File: config.mk
export PLATFORM = sky130hd
export DESIGN_NAME = tag_store
export DESIGN_NICKNAME = d
export VERILOG_FILES = /design/src/cache_pkg.sv /design/src/tag_store.sv
export SDC_FILE = /design/constraint.sdc
export NUM_CORES = 1
export LEC_CHECK = 0
export ABC_AREA = 1
export BUFFER_PORTS_ARGS = -buffer_cell sky130_fd_sc_hd__buf_2
export CAP_MARGIN = 20
export CORE_MARGIN = 1
export CORE_UTILIZATION = 24
export DETAILED_ROUTE_END_ITERATION = 10
export SYNTH_ARGS = -nofsm -noshare
export SYNTH_HDL_FRONTEND = slang
export SYNTH_SLANG_ARGS = --single-unit
File: constraint.sdc
create_clock -name clk -period 2.8 [get_ports clk]
set_clock_uncertainty 0.05 [all_clocks]
set_input_delay 0 -clock clk [delete_from_list [all_inputs] [get_ports clk]]
set_output_delay 0 -clock clk [all_outputs]
set_load 0.05 [all_outputs]
File: src/cache_pkg.sv
`default_nettype none

package cache_pkg;

  // Processor port and line geometry
  localparam int ADDR_W     = 32;
  localparam int WORD_W     = 32;
  localparam int LINE_WORDS = 4;
  localparam int OFFSET_W   = 4;

  // Word 0 sits in the low bits
  typedef logic [LINE_WORDS-1:0][WORD_W-1:0] line_t;

  typedef struct packed {
    logic [ADDR_W-1:0] addr;
    logic              write;
    logic [WORD_W-1:0] wdata;
  } cache_req_t;

  typedef struct packed {
    logic [WORD_W-1:0] rdata;
    logic              hit;
  } cache_resp_t;

  typedef enum logic {
    OP_READ  = 1'b0,
    OP_WRITE = 1'b1
  } mem_op_e;

  // Line address is the byte address without the in-line offset
  typedef struct packed {
    logic [ADDR_W-OFFSET_W-1:0] line_addr;
    mem_op_e                    op;
    line_t                      data;
  } mem_req_t;

  typedef enum logic [2:0] {
    IDLE      = 3'd0,
    LOOKUP    = 3'd1,
    WRITEBACK = 3'd2,
    REFILL    = 3'd3,
    RESPOND   = 3'd4
  } ctrl_state_e;

endpackage

`default_nettype wire

File: src/tag_store.sv
`timescale 1ns/1ns
`default_nettype none

module tag_store import cache_pkg::*; #(
  parameter int NUM_SETS = 8,
  localparam int IDX_W = $clog2(NUM_SETS),
  localparam int TAG_W = ADDR_W - OFFSET_W - IDX_W
) (
  input  wire              clk,
  input  wire              reset,
  input  wire              lookup,
  input  wire [IDX_W-1:0]  index,
  output logic [TAG_W-1:0] rd_tag,
  output logic             rd_valid,
  output logic             rd_dirty,
  input  wire              wr_en,
  input  wire [TAG_W-1:0]  wr_tag,
  input  wire              wr_valid,
  input  wire              wr_dirty
);

  logic [TAG_W-1:0]    tags [NUM_SETS];
  logic [NUM_SETS-1:0] valid_bits;
  logic [NUM_SETS-1:0] dirty_bits;

  // Tag written on every update
  always_ff @(posedge clk) begin
    if (wr_en) begin
      tags[index] <= wr_tag;
    end
  end

  // Status bits per set
  always_ff @(posedge clk) begin
    if (reset) begin
      valid_bits <= '0;
      dirty_bits <= '0;
    end else if (wr_en) begin
      valid_bits[index] <= wr_valid;
      dirty_bits[index] <= wr_dirty;
    end
  end

  // Registered lookup that holds until the next strobe
  always_ff @(posedge clk) begin
    if (lookup) begin
      rd_tag <= tags[index];
    end
  end

  always_ff @(posedge clk) begin
    if (reset) begin
      rd_valid <= 1'b0;
      rd_dirty <= 1'b0;
    end else if (lookup) begin
      rd_valid <= valid_bits[index];
      rd_dirty <= dirty_bits[index];
    end
  end

  // Controller never reads and updates a set in the same cycle
  a_no_lookup_during_update: assert property (
    @(posedge clk) disable iff (reset) !(lookup && wr_en)
  ) else $error("tag_store: lookup and update in the same cycle");

endmodule

`default_nettype wire

==> summary.txt <==
Routing
  – DRC viols: 0
  – Via density: 4.17
  – WL/cell: 15.5 um
  – Final wirelength: 20900 um
  – Drt first pass iters: 5
  – Iteration-0 DRC Markers: 436
  – Final ANT Viol Nets: 0
  – Via count: 5638

Logic synthesis
  – Yosys cell types: 16
  – Yosys Warn Count: 0
  – Net Count, Synth: 751
  – Share of the synthesized area in the top cell type: 0.736
  – Synth Cell Area: 0.00919 sq mm
  – Mapped Avg Cell Area: 12.8 sq um
  – Cells after synthesis: 717
  – Synth Register Bits: 243
  – Sequential fraction of the synthesis area: 0.775
  – Synth area leader: edfxtp_1
  – Most area-consuming cells after synthesis: edfxtp_1, nor2_1, o21ai_0

Floorplan
  – # rows: 71
  – Die X: 198 um
  – Chip height: 198 um
  – Die ar.: 0.0391 sq mm
  – IO Count: 61
  – Initial Util: 0.244
  – Core box area: 0.0377 sq mm

Setup path
  – Worst path top cell family by delay: buffers and inverters
  – CP arrival: 2.51 ns
  – Largest stage delay, worst path: 0.58 ns
  – Worst path cell trace: dlygate4sd3_1 > buf_2 > nor2_2 > nand2_1 > o21ai_0 > dlygate4sd3_1 > a21oi_1 > dlygate4sd3_1
  – Worst R2R End: rd_tag[3]
  – CP max stage cell: dlygate4sd3_1
  – Crit path max fanout: 7
  – Reg-to-reg critical path startpoint: tags[2][3]
  – CP required: 3.14 ns
  – Crit end category: register
  – Crit Path Class: in2reg
  – WP buf/inv: 4
  – Cell mode on critical path: dlygate4sd3_1
  – Startpoint types: input pin
  – Worst R2R Path Depth: 4
  – R2R Setup Slk: 1.65 ns

CTS
  – Worst-path clk slew: 0.06 ns
  – CTS tree: built
  – Clock buffer depth: 3
  – CTS Buf Count: 25
  – Sinks on Clock Net: 243
  – CTS H-tree depth: 1
  – Worst-Skew Late Latency: 0.51 ns
  – Post-CTS setup buffer count: 0
  – CTS Root Cell: clkbuf_16

Finish
  – Final Non-Filler Cells: 1352
  – Area Growth Syn to Fin: 22.8%
  – Diodes inserted: 0
  – Fin area: 0.0113 sq mm
  – Final design utilization: 0.299
  – Most frequent cells in the layout: edfxtp_1, nor2_1, o21ai_0, buf_2, dlygate4sd3_1
  – Layout cell share with drive strength beyond 1: 0.140
  – Layout Nets: 859
  – Commonest non-fill, non-tap cell in the layout: edfxtp_1

Power and ir drop
  – Comb pwr share: 0.071
  – Sw frac: 0.219
  – Flop pwr share: 0.525
  – P_leak: 3.94 nW
  – Tot Pwr: 7.91 mW
  – Clock power frac: 0.404
  – Net Switching: 1.73 mW
  – Pwr Density: 701 mW/mm^2
  – Peak supply drop: 0.342 mV
  – Pint: 6.17 mW

Global routing
  – Overflow after GRT: 0
  – Number of global-route vias before repair: 5715
  – Total track usage: 0.108
  – First-pass GRT wire length: 32400 um
  – Pin count of the biggest net entering global routing: 83
  – Initial antenna violation count: 1

Worst hold path
  – WHS Endpoint: rd_tag[19]
  – Worst hold path depth: 1
  – Hold path start: lookup
  – Hold/Removal Path Class: in2reg

Timing
  – Final setup fails: 0
  – Total negative slack: 0 ns
  – Rel. slew slack: 0.463
  – Hold_ws: 0.0836 ns
  – Unrepaired setup endpoints after global routing: false
  – Maximum clock rate: 462 MHz
  – Crit share post-route: 0.773
  – Final-report hold violation count: 0
  – Tightest Pin Transition: 0.805 ns
  – Max Slew Vio Count: 0
  – Worst setup margin: 0.636 ns
  – Min Tclk post-route: 2.16 ns

Placement
  – I/O Buffers: 60
  – Placed cell areas: 0.0101 sq mm
  – GPL Wtd Cong: 0.720
  – Pre-CTS WS: 0.720 ns
  – # placed instances: 1273
  – HPWL Detailed: 12400 um

Job
  – MaxCap Viol Count: 0

Run status
  – Status: finished, final reports clean
[worst register-to-register path, cell delays in order (launching register included)]
cell      delay, ns
edfxtp_1       0.36
nor2_1         0.09
nor2_1         0.06
o21ai_0        0.11
nand4_1        0.20
[layer usage]
| layer | global-route usage | vias to the layer above | wire length (um) |
|---|---|---|---|
| met4 | 0.0253 | 2 | 301 |
| met1 | 0.145 | 2753 | 9700 |
| li1 | - | 2748 | - |
| met3 | 0.0217 | 28 | 952 |
| met2 | 0.179 | 107 | 9970 |
| met5 | 0 | - | 13 |
[sequential cells by signal, summed over array words and instances, names as in the netlist]
signal	cells
rd_tag	25
valid_bits	8
rd_valid	1
tags	200
dirty_bits	8
rd_dirty	1
[cell usage after synthesis]
master,count
dfxtp_1,18
inv_2,2
clkbuf_1,10
nand4_1,24
inv_1,31
buf_4,3
o21ai_0,109
nand2_2,3
edfxtp_1,225
a21oi_1,20
nor2_2,1
nand3_1,10
nor2_1,201
buf_2,20
o21ai_1,7
nand2_1,33
[how the worst max path moves through the flow]
stage / from / to / cells after the start
after CTS: index[1] / dirty_bits[1] / 9
after global placement: index[0] / tags[1][14] / 7
after detailed placement: index[0] / tags[5][0] / 5
after floorplan: index[1] / dirty_bits[5] / 7
after global routing: index[0] / dirty_bits[1] / 9
final: index[1] / dirty_bits[1] / 8
[kinds of logic after synthesis]
logic type | after synthesis | synth area share
and+or+nand+nor | 272 | 0.120
DFF | 243 | 0.775
AOI/OAI and AO/OA | 136 | 0.0741
buffers and inverters | 66 | 0.0309
[final cells by class]
type / count / area, sq um
multi-input cells: 408 / 1790
fillers: 3820 / 26400
inverters: 33 / 124
repair buffers: 114 / 823
well taps: 511 / 639
clock inverters: 13 / 134
clock buffers: 30 / 644
flip-flops and latches: 243 / 7120
[power by group through the flow]
stage | sequential (mW) | combinational, mW | clock [mW]
2_1_floorplan | 4.34 | 0.213 | 0
3_3_place_gp | 4.23 | 0.528 | 0
3_5_place_dp | 4.23 | 0.533 | 0
4_1_cts | 4.15 | 0.579 | 3.25
5_1_grt | 4.16 | 0.626 | 3.39
6_report | 4.15 | 0.565 | 3.19
[repair_timing]
action	CTS	global route
hold buffers	37	0
hold endpoints to repair	219	0
gates resized for setup	0	0
endpoints found under the setup margin	0	1
Power figures use the tool's default switching activity.
