## src/cache_pkg.sv

```systemverilog
`default_nettype none

package cache_pkg;

  // Processor port and line geometry
  localparam int ADDR_W     = 32;
  localparam int WORD_W     = 32;
  localparam int LINE_WORDS = 4;
  localparam int OFFSET_W   = 4;

  // Word 0 sits in the low bits
  typedef logic [LINE_WORDS-1:0][WORD_W-1:0] line_t;

  typedef struct packed {
    logic [ADDR_W-1:0] addr;
    logic              write;
    logic [WORD_W-1:0] wdata;
  } cache_req_t;

  typedef struct packed {
    logic [WORD_W-1:0] rdata;
    logic              hit;
  } cache_resp_t;

  typedef enum logic {
    OP_READ  = 1'b0,
    OP_WRITE = 1'b1
  } mem_op_e;

  // Line address is the byte address without the in-line offset
  typedef struct packed {
    logic [ADDR_W-OFFSET_W-1:0] line_addr;
    mem_op_e                    op;
    line_t                      data;
  } mem_req_t;

  typedef enum logic [2:0] {
    IDLE      = 3'd0,
    LOOKUP    = 3'd1,
    WRITEBACK = 3'd2,
    REFILL    = 3'd3,
    RESPOND   = 3'd4
  } ctrl_state_e;

endpackage

`default_nettype wire

```

## src/cache_ctrl.sv

```systemverilog
`timescale 1ns/1ns
`default_nettype none

module cache_ctrl import cache_pkg::*; #(
  parameter int NUM_SETS = 8,
  localparam int IDX_W = $clog2(NUM_SETS),
  localparam int TAG_W = ADDR_W - OFFSET_W - IDX_W,
  localparam int SEL_W = $clog2(LINE_WORDS)
) (
  input  wire               clk,
  input  wire               reset,
  // Processor side
  input  wire               req_valid,
  output logic              req_ready,
  input  wire cache_req_t   req,
  output logic              resp_valid,
  input  wire               resp_ready,
  output cache_resp_t       resp,
  // Shared store addressing
  output logic              lookup,
  output logic [IDX_W-1:0]  index,
  // Tag store
  input  wire [TAG_W-1:0]   rd_tag,
  input  wire               rd_valid,
  input  wire               rd_dirty,
  output logic              wr_en,
  output logic [TAG_W-1:0]  wr_tag,
  output logic              wr_valid,
  output logic              wr_dirty,
  // Line store
  input  wire line_t        rd_line,
  output logic              fill_en,
  output line_t             fill_line,
  output logic              word_en,
  output logic [SEL_W-1:0]  word_sel,
  output logic [WORD_W-1:0] word_data,
  // Memory
  output logic              mem_req_valid,
  input  wire               mem_req_ready,
  output mem_req_t          mem_req,
  input  wire               mem_resp_valid,
  input  wire line_t        mem_rdata
);

  ctrl_state_e      state;
  ctrl_state_e      state_next;
  cache_req_t       req_q;
  cache_resp_t      resp_q;
  logic             mem_pending;
  logic [IDX_W-1:0] req_index;
  logic [TAG_W-1:0] req_tag;
  logic [SEL_W-1:0] req_word;
  logic             hit;
  line_t            refill_line;

  // Address fields of the request in flight
  assign req_index = req_q.addr[OFFSET_W +: IDX_W];
  assign req_tag   = req_q.addr[ADDR_W-1 -: TAG_W];
  assign req_word  = req_q.addr[OFFSET_W-1 -: SEL_W];

  assign req_ready  = (state == IDLE);
  assign resp_valid = (state == RESPOND);
  assign resp       = resp_q;

  // Stores are strobed with the incoming address on acceptance
  assign lookup = req_valid && req_ready;
  assign index  = req_ready ? req.addr[OFFSET_W +: IDX_W] : req_index;

  assign hit = rd_valid && (rd_tag == req_tag);

  // Refilled line with a pending write merged in
  always_comb begin
    refill_line = mem_rdata;
    if (req_q.write) begin
      refill_line[req_word] = req_q.wdata;
    end
  end

  assign word_en   = (state == LOOKUP) && hit && req_q.write;
  assign word_sel  = req_word;
  assign word_data = req_q.wdata;
  assign fill_en   = (state == REFILL) && mem_resp_valid;
  assign fill_line = refill_line;

  // Write hit or refill updates the tag and takes dirty from the access type
  assign wr_en    = word_en || fill_en;
  assign wr_tag   = req_tag;
  assign wr_valid = 1'b1;
  assign wr_dirty = req_q.write;

  // Victim line and tag stay in the store read registers until next lookup
  assign mem_req_valid = ((state == WRITEBACK) || (state == REFILL)) && !mem_pending;

  always_comb begin
    mem_req.op        = (state == WRITEBACK) ? OP_WRITE : OP_READ;
    mem_req.line_addr = (state == WRITEBACK) ? {rd_tag, req_index} : {req_tag, req_index};
    mem_req.data      = rd_line;
  end

  always_comb begin
    state_next = state;
    case (state)
      IDLE: begin
        if (lookup) begin
          state_next = LOOKUP;
        end
      end
      LOOKUP: begin
        if (hit) begin
          state_next = RESPOND;
        end else if (rd_valid && rd_dirty) begin
          state_next = WRITEBACK;
        end else begin
          state_next = REFILL;
        end
      end
      WRITEBACK: begin
        if (mem_resp_valid) begin
          state_next = REFILL;
        end
      end
      REFILL: begin
        if (mem_resp_valid) begin
          state_next = RESPOND;
        end
      end
      RESPOND: begin
        if (resp_ready) begin
          state_next = IDLE;
        end
      end
      default: state_next = IDLE;
    endcase
  end

  always_ff @(posedge clk) begin
    if (reset) begin
      state       <= IDLE;
      mem_pending <= 1'b0;
    end else begin
      state <= state_next;
      if (mem_req_valid && mem_req_ready) begin
        mem_pending <= 1'b1;
      end else if (mem_resp_valid) begin
        mem_pending <= 1'b0;
      end
    end
  end

  // Request latch and response register
  always_ff @(posedge clk) begin
    if (lookup) begin
      req_q <= req;
    end
    if ((state == LOOKUP) && hit) begin
      resp_q.rdata <= req_q.write ? req_q.wdata : rd_line[req_word];
      resp_q.hit   <= 1'b1;
    end else if (fill_en) begin
      resp_q.rdata <= refill_line[req_word];
      resp_q.hit   <= 1'b0;
    end
  end

  // A stalled response stays up and unchanged until it transfers
  a_resp_held: assert property (
    @(posedge clk) disable iff (reset)
    (resp_valid && !resp_ready) |=> (resp_valid && $stable(resp))
  ) else $error("cache_ctrl: response changed or dropped under back-pressure");

  // Memory request holds while the memory is not ready
  a_mem_req_stable: assert property (
    @(posedge clk) disable iff (reset)
    (mem_req_valid && !mem_req_ready) |=> $stable(mem_req)
  ) else $error("cache_ctrl: memory request changed before acceptance");

endmodule

`default_nettype wire

```

## config.mk

```make
export PLATFORM = sky130hd
export DESIGN_NAME = cache_ctrl
export DESIGN_NICKNAME = d
export VERILOG_FILES = /design/src/cache_pkg.sv /design/src/cache_ctrl.sv
export SDC_FILE = /design/constraint.sdc
export NUM_CORES = 1
export LEC_CHECK = 0
export BUFFER_PORTS_ARGS = -buffer_cell sky130_fd_sc_hd__buf_2
export CAP_MARGIN = 20
export CORE_AREA = 2 2 288 290
export DETAILED_ROUTE_END_ITERATION = 7
export DIE_AREA = 0 0 290 292
export PLACE_DENSITY = 0.33
export SETUP_SLACK_MARGIN = 0.1
export SYNTH_ARGS = -nofsm -noshare
export SYNTH_HDL_FRONTEND = slang
export SYNTH_SLANG_ARGS = --single-unit
```

## constraint.sdc

```tcl
create_clock -name clk -period 3.6 [get_ports clk]
set_clock_uncertainty 0.05 [all_clocks]
set_input_delay 0.54 -clock clk [delete_from_list [all_inputs] [get_ports clk]]
set_output_delay 0.54 -clock clk [all_outputs]
set_load 0.02 [all_outputs]
```

==> results by stage <==
Synthesis:
- For this run, the register share of the synthesized area comes to 0.335.
- Counting every instance in the synthesized netlist gives 732.
- Yosys printed 0 warnings.
- By area the synthesized netlist is led by sky130_fd_sc_hd__edfxtp_1, sky130_fd_sc_hd__mux2_2, sky130_fd_sc_hd__mux4_2.
- The cell area that synthesis handed to floorplanning was 8810 sq um.
- The unique cell type count in the Yosys netlist is 44.
- The synthesized area per cell is 12.0 sq um.
- The leading area contributor after synthesis is sky130_fd_sc_hd__edfxtp_1.
- The number of synthesized register bits is 100.
- The top cell type's share of synthesized area is 0.324.
- The number of nets handed over by synthesis was 1086.

Routing:
- The via density per instance is 3.64.
- The routed layout has 8762 vias.
- The average wire length per cell after detail routing is 22.4 um.
- The detailed-routing iteration count for the pre-antenna-repair pass is 4.
- The detailed router finished its first iteration with 400 violations.
- The post-route antenna net violation count is 0.
- The routed wire length is 54000 um.
- For this run, design rule violations remaining after detail routing come to 0.

Layout:
- In the final layout, the share of cells above drive strength 1 is 0.765.
- The relative area change from synthesis to final layout is 50.1%.
- The final-stage net count is 1681.
- The fraction of the core area covered by cells at the end of the flow is 0.162.

Die:
- For this design the top-level I/O count stands at 743.
- From bottom edge to top edge, the die measures 292 um.
- The die is 290 um wide.
- The initial cell density of the core is 0.108.
- The number of placement rows is 105.
- The total die area is 84700 sq um.
- The region available for standard cell placement spans 81600 sq um.

Clocking:
- The number of buffers created by CTS is 9.
- The quantity of gates resized following cts is 0.
- The tree built by TritonCTS fans out to 100 sinks.
- The H-tree was split into 3 levels.
- The clock passes through at most 2 buffers.
- The cell at the root of the clock tree is sky130_fd_sc_hd__clkbuf_16.
- The later pin in the worst-skew pair is clocked with a latency of 0.40 ns.
- The number of buffers inserted by post-CTS setup repair is 0.
- The clock tree from TritonCTS is built.
- The quantity of hold-fixing buffers added after cts is 0.
- The clock input transition at the sequential cells of the worst setup and hold paths is 0.09 ns.

Power and ir drop:
- The part of the power in combinational logic is 0.428.
- The switching share of power is 0.410.
- Summed over all cells, the static leakage comes to 0.00578 uW.
- The power per cell area is 345 nW/um^2.
- The sequential cell fraction of total power is 0.328.
- The clock group share of total power is 0.244.
- The largest vdd supply drop is 0.256 mV.
- The analysis attributes to net switching a power of 1870 uW.
- The internal power consumption is 2690 uW.

GRT:
- The global-route total usage across every layer is 0.122.
- The initial antenna violation count is 4.
- The first global-routing pass estimated 72200 um of wire.
- The number of global-route vias before repair is 9092.
- The largest net degree at the start of global routing is 53.
- After global routing the overflow that remains totals 0.

Run:
- The max-capacitance violation count is 0.

Timing:
- The final setup violation count is 0.
- Setup repair after global routing left no endpoint under its margin.
- In this run the tightest slew margin relative to its limit is 0.445.
- For the pin with the worst max-slew slack, the measured transition is 0.833 ns.
- The post-route minimum period is 3.30 ns.
- Dividing the final minimum period by the clock period gives 0.917.
- Setup total negative slack on the finished layout was measured at 0 ns.
- Based on the critical path, the design can be clocked at up to 303 MHz.
- The number of hold violations in the final report is 0.
- The number of max-slew violations in the final report is 0.

Placement:
- Routability-driven placement finished with a final weighted congestion of 0.910.
- The post-DP HPWL is 43500 um.
- The number of input and output port buffers inserted is 739.

Worst setup path:
- The critical path launch point type is a register.
- The data arrival time at the worst-slack endpoint is 2.71 ns.
- The origin of the worst setup path is wr_dirty.
- In this run the critical register-to-register path is launched from wr_tag[9].
- The critical path endpoint category is an output port.
- In this run the worst path has a maximum fanout of 32.
- The critical setup path kind is register to output port.
- For the worst setup path, the data required time is 3.01 ns.

Min path:
- The hold path startpoint is req[49].
- The path category of the worst min-delay check is input pin to register.

Outcome:
- The run finished with clean final reports.
[cells in the mapped netlist (all sizes together)]
library cell,instances
o22ai,17
o211ai,1
clkbuf,12
nor2b,2
o21ai,1
a221oi,1
nand2b,3
or2,2
nor3,3
a2bb2oi,1
nand2,77
conb,1
xor2,3
edfxtp,95
mux2i,25
o2111ai,1
dfxtp,5
o221ai,23
nand3,5
and4b,1
nor2,12
dlygate4sd1,2
a22oi,1
nand4,12
buf,163
mux4,55
a211oi,1
inv,7
xnor2,22
nand3b,1
nor4,2
and3,2
nor3b,2
mux2,156
and2,2
a21oi,13
[metal layers]
layer | vias to the layer above | part of all wire | global-route usage
li1 | 3862 | - | -
met1 | 4367 | 0.42 | 0.149
met2 | 472 | 0.50 | 0.214
met3 | 61 | 0.054 | 0.0238
met4 | 0 | 0.022 | 0.0362
met5 | - | 0 | 0
[path summary, 6_finish.rpt]
check,to,slack (ns),cells after the start
setup / recovery,fill_line[103],0.30,3
hold / removal,wr_tag[9],0.26,1
setup reg to reg,resp[12],0.84,7
hold reg to reg,resp[0],0.41,2
[kinds of logic (layout without fill, tap and decap cells)]
family	count (synthesis)	in the layout	share of synthesized area
XOR/XNOR	25	25	0.0249
AO/OA/AOI/OAI	60	60	0.0632
buffers and inverters	184	784	0.142
flip-flops	100	100	0.335
AND/OR/NAND/NOR	126	126	0.0662
multiplexers	236	236	0.368
other	1	7	0.000426
[cells in the final DEF (no fill, tap or decap), drive strengths merged, types with 2 or more instances in the layout]
master and n:
a21oi 13, and2 2, and3 2, buf 761, clkbuf 9, clkinv 3, dfxtp 5, diode 6
edfxtp 95, inv 10, mux2 156, mux2i 25, mux4 55, nand2 77, nand2b 3, nand3 5
nand4 12, nor2 12, nor2b 2, nor3 3, nor3b 2, nor4 2, o221ai 23, o22ai 17
or2 2, xnor2 22, xor2 3
[critical path: stages (launching register included)]
cell	delay (ns)
sky130_fd_sc_hd__edfxtp_1	0.75
sky130_fd_sc_hd__nand3_4	0.72
sky130_fd_sc_hd__mux2_2	0.57
sky130_fd_sc_hd__buf_2	0.17
[area by class of cell]
class / instances / area (sq um)
Antenna cell: 6 / 15.0
Fill cell: 9204 / 68400
Inverter: 7 / 26.3
Timing Repair Buffer: 761 / 3930
Multi-Input combinational cell: 448 / 4660
Tap cell: 1070 / 1340
Clock inverter: 7 / 73.8
Clock buffer: 9 / 225
Sequential cell: 100 / 2950
[power by group through the flow]
| stage | registers, uW | logic, uW | clock network (uW) |
|---|---|---|---|
| finish | 1490 | 1950 | 1110 |
| global route | 1510 | 2070 | 1220 |
| CTS | 1500 | 2000 | 1210 |
| detailed placement | 1520 | 1990 | 0 |
| global placement | 1520 | 1990 | 0 |
| floorplan | 1540 | 1140 | 0 |
[flip-flops by register name, summed over array words and instances (netlist names)]
register	count
mem_pending	1
req_index	3
resp	33
state	3
word_data	32
word_sel	2
wr_dirty	1
wr_tag	25
[stage by stage]
| step | cells | total power [uW] | instance area, sq um | setup WS, ns | hold slack [ns] |
|---|---|---|---|---|---|
| after global placement | 2386 | 3520 | 12900 | 0.610 | 0.386 |
| final | 2408 | 4560 | 13200 | 0.297 | 0.260 |
| after detailed placement | 2386 | 3510 | 12900 | 0.626 | 0.387 |
| after global routing | 2404 | 4800 | 13200 | 0.120 | 0.221 |
| after CTS | 2402 | 4700 | 13200 | 0.176 | 0.215 |
| after floorplan | 732 | 2690 | 8810 | 0.773 | 0.407 |
Power figures use the tool's default switching activity.
