===== src/cache_pkg.sv =====
`default_nettype none

package cache_pkg;

  // Processor port and line geometry
  localparam int ADDR_W     = 32;
  localparam int WORD_W     = 32;
  localparam int LINE_WORDS = 4;
  localparam int OFFSET_W   = 4;

  // Word 0 sits in the low bits
  typedef logic [LINE_WORDS-1:0][WORD_W-1:0] line_t;

  typedef struct packed {
    logic [ADDR_W-1:0] addr;
    logic              write;
    logic [WORD_W-1:0] wdata;
  } cache_req_t;

  typedef struct packed {
    logic [WORD_W-1:0] rdata;
    logic              hit;
  } cache_resp_t;

  typedef enum logic {
    OP_READ  = 1'b0,
    OP_WRITE = 1'b1
  } mem_op_e;

  // Line address is the byte address without the in-line offset
  typedef struct packed {
    logic [ADDR_W-OFFSET_W-1:0] line_addr;
    mem_op_e                    op;
    line_t                      data;
  } mem_req_t;

  typedef enum logic [2:0] {
    IDLE      = 3'd0,
    LOOKUP    = 3'd1,
    WRITEBACK = 3'd2,
    REFILL    = 3'd3,
    RESPOND   = 3'd4
  } ctrl_state_e;

endpackage

`default_nettype wire


===== src/line_store.sv =====
`timescale 1ns/1ns
`default_nettype none

module line_store import cache_pkg::*; #(
  parameter int NUM_SETS = 8,
  localparam int IDX_W = $clog2(NUM_SETS),
  localparam int SEL_W = $clog2(LINE_WORDS)
) (
  input  wire              clk,
  input  wire              lookup,
  input  wire [IDX_W-1:0]  index,
  output line_t            rd_line,
  input  wire              fill_en,
  input  wire line_t       fill_line,
  input  wire              word_en,
  input  wire [SEL_W-1:0]  word_sel,
  input  wire [WORD_W-1:0] word_data
);

  line_t lines [NUM_SETS];

  // Refill replaces the line and a write hit touches one word only
  always_ff @(posedge clk) begin
    if (fill_en) begin
      lines[index] <= fill_line;
    end else if (word_en) begin
      lines[index][word_sel] <= word_data;
    end
  end

  // Registered line read
  always_ff @(posedge clk) begin
    if (lookup) begin
      rd_line <= lines[index];
    end
  end

  // Refill and write hit come from different controller states
  a_fill_word_exclusive: assert property (
    @(posedge clk) fill_en |-> !word_en
  ) else $error("line_store: refill and word write in the same cycle");

endmodule

`default_nettype wire


===== config.mk =====
export PLATFORM = sky130hd
export DESIGN_NAME = line_store
export DESIGN_NICKNAME = d
export VERILOG_FILES = /design/src/cache_pkg.sv /design/src/line_store.sv
export SDC_FILE = /design/constraint.sdc
export NUM_CORES = 1
export LEC_CHECK = 0
export ABC_AREA = 1
export BUFFER_PORTS_ARGS = -buffer_cell sky130_fd_sc_hd__buf_2
export CORE_AREA = 2 2 294 369
export CTS_CLUSTER_SIZE = 20
export DETAILED_ROUTE_END_ITERATION = 7
export DIE_AREA = 0 0 296 371
export GPL_ROUTABILITY_DRIVEN = 0
export HOLD_SLACK_MARGIN = 0.02
export MAX_ROUTING_LAYER = met4
export SKIP_LAST_GASP = 1
export SYNTH_ARGS = -nofsm -noshare
export SYNTH_HDL_FRONTEND = slang
export SYNTH_SLANG_ARGS = --single-unit

===== constraint.sdc =====
create_clock -name clk -period 3.4 [get_ports clk]
set_input_delay 0.68 -clock clk [delete_from_list [all_inputs] [get_ports clk]]
set_output_delay 0.68 -clock clk [all_outputs]
set_load 0.02 [all_outputs]

==> results of run 1 <==
-- worst max-delay path by stage --
stage,start,end,slack [ps]
after global routing,word_en,lines[2][56]$_DFFE_PP_,730
after detailed placement,word_en,lines[0][56]$_DFFE_PP_,260
after global placement,word_en,lines[0][56]$_DFFE_PP_,300
final,word_en,lines[2][56]$_DFFE_PP_,940
after floorplan,index[0],lines[5][0]$_DFFE_PP_,210
after CTS,word_en,lines[6][56]$_DFFE_PP_,1020
-- through the flow --
step                util (%)  hold slack, ps  area (um2)
floorplan                  -             596       47500
global placement        47.8             668       50800
detailed placement      47.8             664       50800
CTS                     51.3             437       54500
global route            51.3             496       54500
finish                  51.3             469       54500
-- cell usage in the layout, fill, tap and decap left out, drive strengths merged, types with 4 or more instances in the layout --
master | Yosys | routed
buf | 161 | 384
bufinv | 0 | 13
clkbuf | 65 | 131
clkinv | 0 | 56
clkinvlp | 0 | 8
diode | 0 | 10
edfxtp | 1152 | 1152
inv | 56 | 56
nand2 | 2814 | 2814
nand3 | 8 | 8
nand4 | 4 | 4
nor2 | 35 | 35
o21ai | 128 | 128
-- sequential cells by signal (all words and copies together) (netlist names) --
signal   cells
rd_line    128
lines     1024
-- power by group --
part	internal [W]	switching [W]	total, W	leakage (nW)
registers	0.0164	0.000139	0.0165	10.5
logic	0.000653	0.00193	0.00259	10.7
clock network	0.00714	0.00527	0.0124	1.79
total	0.0242	0.00734	0.0315	23.0
-- cell type report --
| type | instances | area [um2] |
|---|---|---|
| clock inverters | 77 | 726 |
| fillers | 9393 | 51800 |
| diodes | 10 | 25.0 |
| repair buffers | 384 | 2590 |
| multi-input cells | 2992 | 11600 |
| flip-flops and latches | 1152 | 34600 |
| inverters | 56 | 230 |
| clock buffers | 131 | 2940 |
| well taps | 1428 | 1790 |
-- routing by layer --
layer / routed length [um] / GRT usage [%]
met1: 56600 / 34.5
met3: 11700 / 3.46
met5: 0 / -
met4: 4550 / 9.82
met2: 60500 / 37.7
-- tightest hold or removal path: cells and delay by family --
kind | cells | cell delay (ps)
compound gates | 1 | 80
simple gates | 1 | 40
buf+inv | 2 | 250
-- logic make-up after synthesis --
logic type	Yosys count	synth area share, %
AOI/OAI and AO/OA	131	1.38
buffers and inverters	282	3.20
DFF	1152	72.8
and+or+nand+nor	2861	22.7
==> flow_metrics.env, run 1 <==
export IMPL_dp_slack_ps=265
export IMPL_fin_nets=4865
export IMPL_tightest_slew_ps=964
export IMPL_r2r_end="rd_line[92]$_DFFE_PP_"
export IMPL_cts_root_buf="clkbuf_16"
export IMPL_synth_edf_count=1152
export IMPL_syn_mean_instance_area_um2=10.7
export IMPL_area_growth_pct=14.7
export IMPL_synth_common_cells="nand2_1 (2814), edfxtp_1 (1152), o21ai_0 (108)"
export IMPL_cts_max_path_buffers=3
export IMPL_ys_types=20
export IMPL_cp_arrival_ps=2830
export IMPL_synth_ff_type="edfxtp_1"
export IMPL_min_path_cells=4
export IMPL_core_area_um2=106000
export IMPL_clock_skew_ps=28.1
export IMPL_ctsHoldBuffers=0
export IMPL_dr_total_vias=31500
export IMPL_clk_latency_ps=710
export IMPL_post_cts_resized=0
export IMPL_cts_buffers=110
export IMPL_placementRows=134
export IMPL_cts_tree="built"
export IMPL_ios=297
export IMPL_ant_nets=0
export IMPL_io_buffers=296
export IMPL_start_util_pct=44.7
export IMPL_status="finished, final reports clean"
export IMPL_syn_inst=4426
export IMPL_finalHoldViolations=0
export IMPL_worst_slack_ps=941
export IMPL_grt_pass1_wl_mm=193
export IMPL_crit_required_ps=3780
export IMPL_layout_min_cycle_time_ps=2460
export IMPL_drv_cap=0
export IMPL_dp_cells=6012
export IMPL_dieHeight_um=371
export IMPL_ys_warn_count=0
export IMPL_synth_top_cell_area_share_pct=72.8
export IMPL_routed_wl_mm=133
export IMPL_synth_seq_cells=1152
export IMPL_ys_async_sr_fraction_pct=0
export IMPL_end_kind="register"
export IMPL_antenna_found_initial=25
export IMPL_ir_worst_vdd_uv=414
export IMPL_fin_total_pwr_w=0.0315
export IMPL_min_from="fill_line[30]"
export IMPL_grt_usage_pct=25.0
export IMPL_r2r_slack_ps=2230
export IMPL_die_area_um2=110000
export IMPL_place_hpwl_mm=75.6
export IMPL_overflow=0
export IMPL_drv_slew=0
export IMPL_cts_setup_buffers=0
export IMPL_tns_ps=0
export IMPL_crit_chain="buf_2 > inv_2 > nor2_4 > nand3_2 > buf_4 > o21ai_0"
export IMPL_critPathSlowestCell="o21ai_0"
export IMPL_crit_cells=6
export IMPL_syn_area_um2=47500
export IMPL_drive_gt1_share_pct=12.3
export IMPL_critPathBufInv=3
export IMPL_die_x_um=296
export IMPL_finalSetupViolCount=0
export IMPL_hold_path_class="input port to register"
export IMPL_synth_area_leaders="edfxtp_1 (73%), nand2_1 (22%), o21ai_0 (1.1%)"
export IMPL_drc=0
export IMPL_path_clk_slew_ps=60
export IMPL_clock_sinks=1152
export IMPL_leakage_nw=23.0
export IMPL_holdPathEnd="lines[2][30]$_DFFE_PP_"
export IMPL_critPathTopFamily="simple AND/OR/NAND/NOR gates"
export IMPL_synth_most_common_cell="nand2_1"
export IMPL_r2r_cells=6
export IMPL_grt_pass1_vias=29600
export IMPL_slowest_delay_ps=720
export IMPL_timing_rr_start="lines[5][92]$_DFFE_PP_"
export IMPL_grt_max_degree=151
export IMPL_start_kind="input port"
export IMPL_slew_headroom_pct=35.0
export IMPL_firstDrtPassIters=5
export IMPL_finalNonFillerCells=6230
export IMPL_fmax_mhz=407
export IMPL_crit_fanout=32
export IMPL_rsz0062_at_grt="no"
export IMPL_synth_fp_nets=4595
export IMPL_powerDensity_nw_per_um2=578
export IMPL_routedWlPerCell_um=21.4
export IMPL_viasPerCell=5.06
export IMPL_yosysSeqAreaShare_pct=72.8
export IMPL_critical_path_class="input port to register"
export IMPL_synth_area_leader_cell="edfxtp_1"
export IMPL_period_share_pct=72.3
export IMPL_cts_max_level=3
export IMPL_drtIter0Drc=2873
No activity file was read; power rests on OpenSTA's default activity.
==> run 2, diff against run 1 <==
==> constraint.sdc (replaced) <==
create_clock -name clk -period 2.2 [get_ports clk]
set_input_delay 0.44 -clock clk [delete_from_list [all_inputs] [get_ports clk]]
set_output_delay 0.44 -clock clk [all_outputs]
set_load 0.02 [all_outputs]
==> flow_metrics.env, run 2 (same netlist as run 1, synthesis figures left out) <==
export IMPL_dr_total_vias=31900
export IMPL_grt_pass1_vias=29500
export IMPL_largest_registers="lines x1024, rd_line x128"
export IMPL_critical_path_class="register to primary output"
export IMPL_ios=297
export IMPL_clock_skew_ps=20.9
export IMPL_start_kind="register"
export IMPL_powerDensity_nw_per_um2=870
export IMPL_ctsHoldBuffers=0
export IMPL_placementRows=134
export IMPL_r2r_cells=6
export IMPL_cts_tree="built"
export IMPL_overflow=0
export IMPL_clk_latency_ps=710
export IMPL_finalNonFillerCells=6318
export IMPL_largest_reg_flops=1024
export IMPL_dp_cells=6104
export IMPL_layout_common_cells="nand2_1 (2812), edfxtp_1 (1152), buf_2 (292)"
export IMPL_hold_path_class="input port to register"
export IMPL_clock_sinks=1152
export IMPL_p_seq_share_pct=52.7
export IMPL_layout_min_cycle_time_ps=1890
export IMPL_finalHoldViolations=0
export IMPL_grt_max_degree=131
export IMPL_grt_usage_pct=25.0
export IMPL_cts_max_level=3
export IMPL_drv_slew=0
export IMPL_routedWlPerCell_um=21.1
export IMPL_end_kind="primary output"
export IMPL_tns_ps=0
export IMPL_drive_gt1_share_pct=13.8
export IMPL_place_area_um2=52100
export IMPL_clkPwrFrac_pct=38.6
export IMPL_drc=0
export IMPL_pwr_share_comb_pct=8.7
export IMPL_routed_wl_mm=133
export IMPL_drtIter0Drc=3054
export IMPL_cts_root_buf="clkbuf_16"
export IMPL_grt_pass1_wl_mm=192
export IMPL_post_cts_resized=0
export IMPL_crit_cells=1
export IMPL_finalSetupViolCount=0
export IMPL_regMostFlops="lines"
export IMPL_final_area_um2=55600
export IMPL_crit_fanout=1
export IMPL_status="finished, final reports clean"
export IMPL_critPathTopFamily="flip-flops"
export IMPL_firstDrtPassIters=5
export IMPL_drv_cap=0
export IMPL_crit_chain="buf_2"
export IMPL_tightest_slew_ps=1140
export IMPL_r2r_slack_ps=1050
export IMPL_ant_nets=0
export IMPL_min_path_cells=1
export IMPL_die_x_um=296
export IMPL_viasPerCell=5.04
export IMPL_cts_buffers=111
export IMPL_layout_commonest_cell="nand2_1"
export IMPL_cts_max_path_buffers=3
export IMPL_crit_required_ps=1760
export IMPL_rsz0062_at_grt="no"
export IMPL_fin_nets=4958
export IMPL_core_area_um2=106000
export IMPL_slowest_delay_ps=510
export IMPL_die_area_um2=110000
export IMPL_period_share_pct=85.7
export IMPL_critPathBufInv=1
export IMPL_cp_arrival_ps=1450
export IMPL_dieHeight_um=371
export IMPL_area_growth_pct=17.0
export IMPL_leakage_nw=23.5
export IMPL_power_internal_w=0.0370
export IMPL_start_util_pct=44.7
export IMPL_ir_worst_vdd_uv=573
export IMPL_p_sw_w=0.0114
export IMPL_antenna_found_initial=28
export IMPL_critPathSlowestCell="edfxtp_1"
export IMPL_fmax_mhz=530
export IMPL_cts_setup_buffers=0
export IMPL_slew_headroom_pct=23.9
export IMPL_place_hpwl_mm=79.5
export IMPL_swShare_pct=23.5
export IMPL_io_buffers=296
export IMPL_path_clk_slew_ps=60
## run 2: cell count changes in the layout (fill, tap and decap cells not counted), moves of 5 or more
cell	previous run	this run
clkinv_1	22	27
inv_1	52	47
clkbuf_1	16	23
clkinv_2	32	19
buf_12	33	74
buf_4	55	106
## run 2: layout make-up
type | count | area, um2
clock inverter | 69 | 592
tap | 1428 | 1790
fill | 9284 | 50700
timing repair buffer | 476 | 3790
antenna | 8 | 20.0
multi-input combinational | 2992 | 11600
clock buffer | 137 | 2940
sequential | 1152 | 34600
inverter | 56 | 249
## run 2: worst paths after layout
| path | endpoint | from |
|---|---|---|
| worst max register to register | rd_line[88]$_DFFE_PP_ | lines[1][88]$_DFFE_PP_ |
| worst min register to register | rd_line[1]$_DFFE_PP_ | lines[0][1]$_DFFE_PP_ |
| worst max-delay path | rd_line[0] | rd_line[0]$_DFFE_PP_ |
| worst min-delay path | rd_line[39]$_DFFE_PP_ | lookup |
## run 2: routing by layer
metal | up-vias | routed length, um | global-route usage (%)
met3 | 175 | 11200 | 3.75
met1 | 15200 | 56300 | 34.0
met2 | 1249 | 62400 | 38.7
met5 | - | 0 | -
met4 | 0 | 3550 | 8.03
li1 | 15200 | - | -
## run 2: through the flow
step           setup slack [ps]  utilization, %  hold slack [ps]  power (W)
3_3_place_gp              -72.0            49.0              667     0.0301
5_1_grt                     310            52.3             89.6     0.0500
2_1_floorplan              -263               -              552     0.0283
6_report                    314            52.3              102     0.0484
4_1_cts                     294            52.3             63.3     0.0487
3_5_place_dp              -96.7            49.0              655     0.0302
## run 2: power by group through the flow
stage	clock network, W	registers (W)	logic (W)
after floorplan	0	0.0262	0.00211
after global placement	0	0.0260	0.00418
after detailed placement	0	0.0260	0.00421
after CTS	0.0190	0.0255	0.00423
after global routing	0.0198	0.0256	0.00464
final	0.0187	0.0255	0.00421
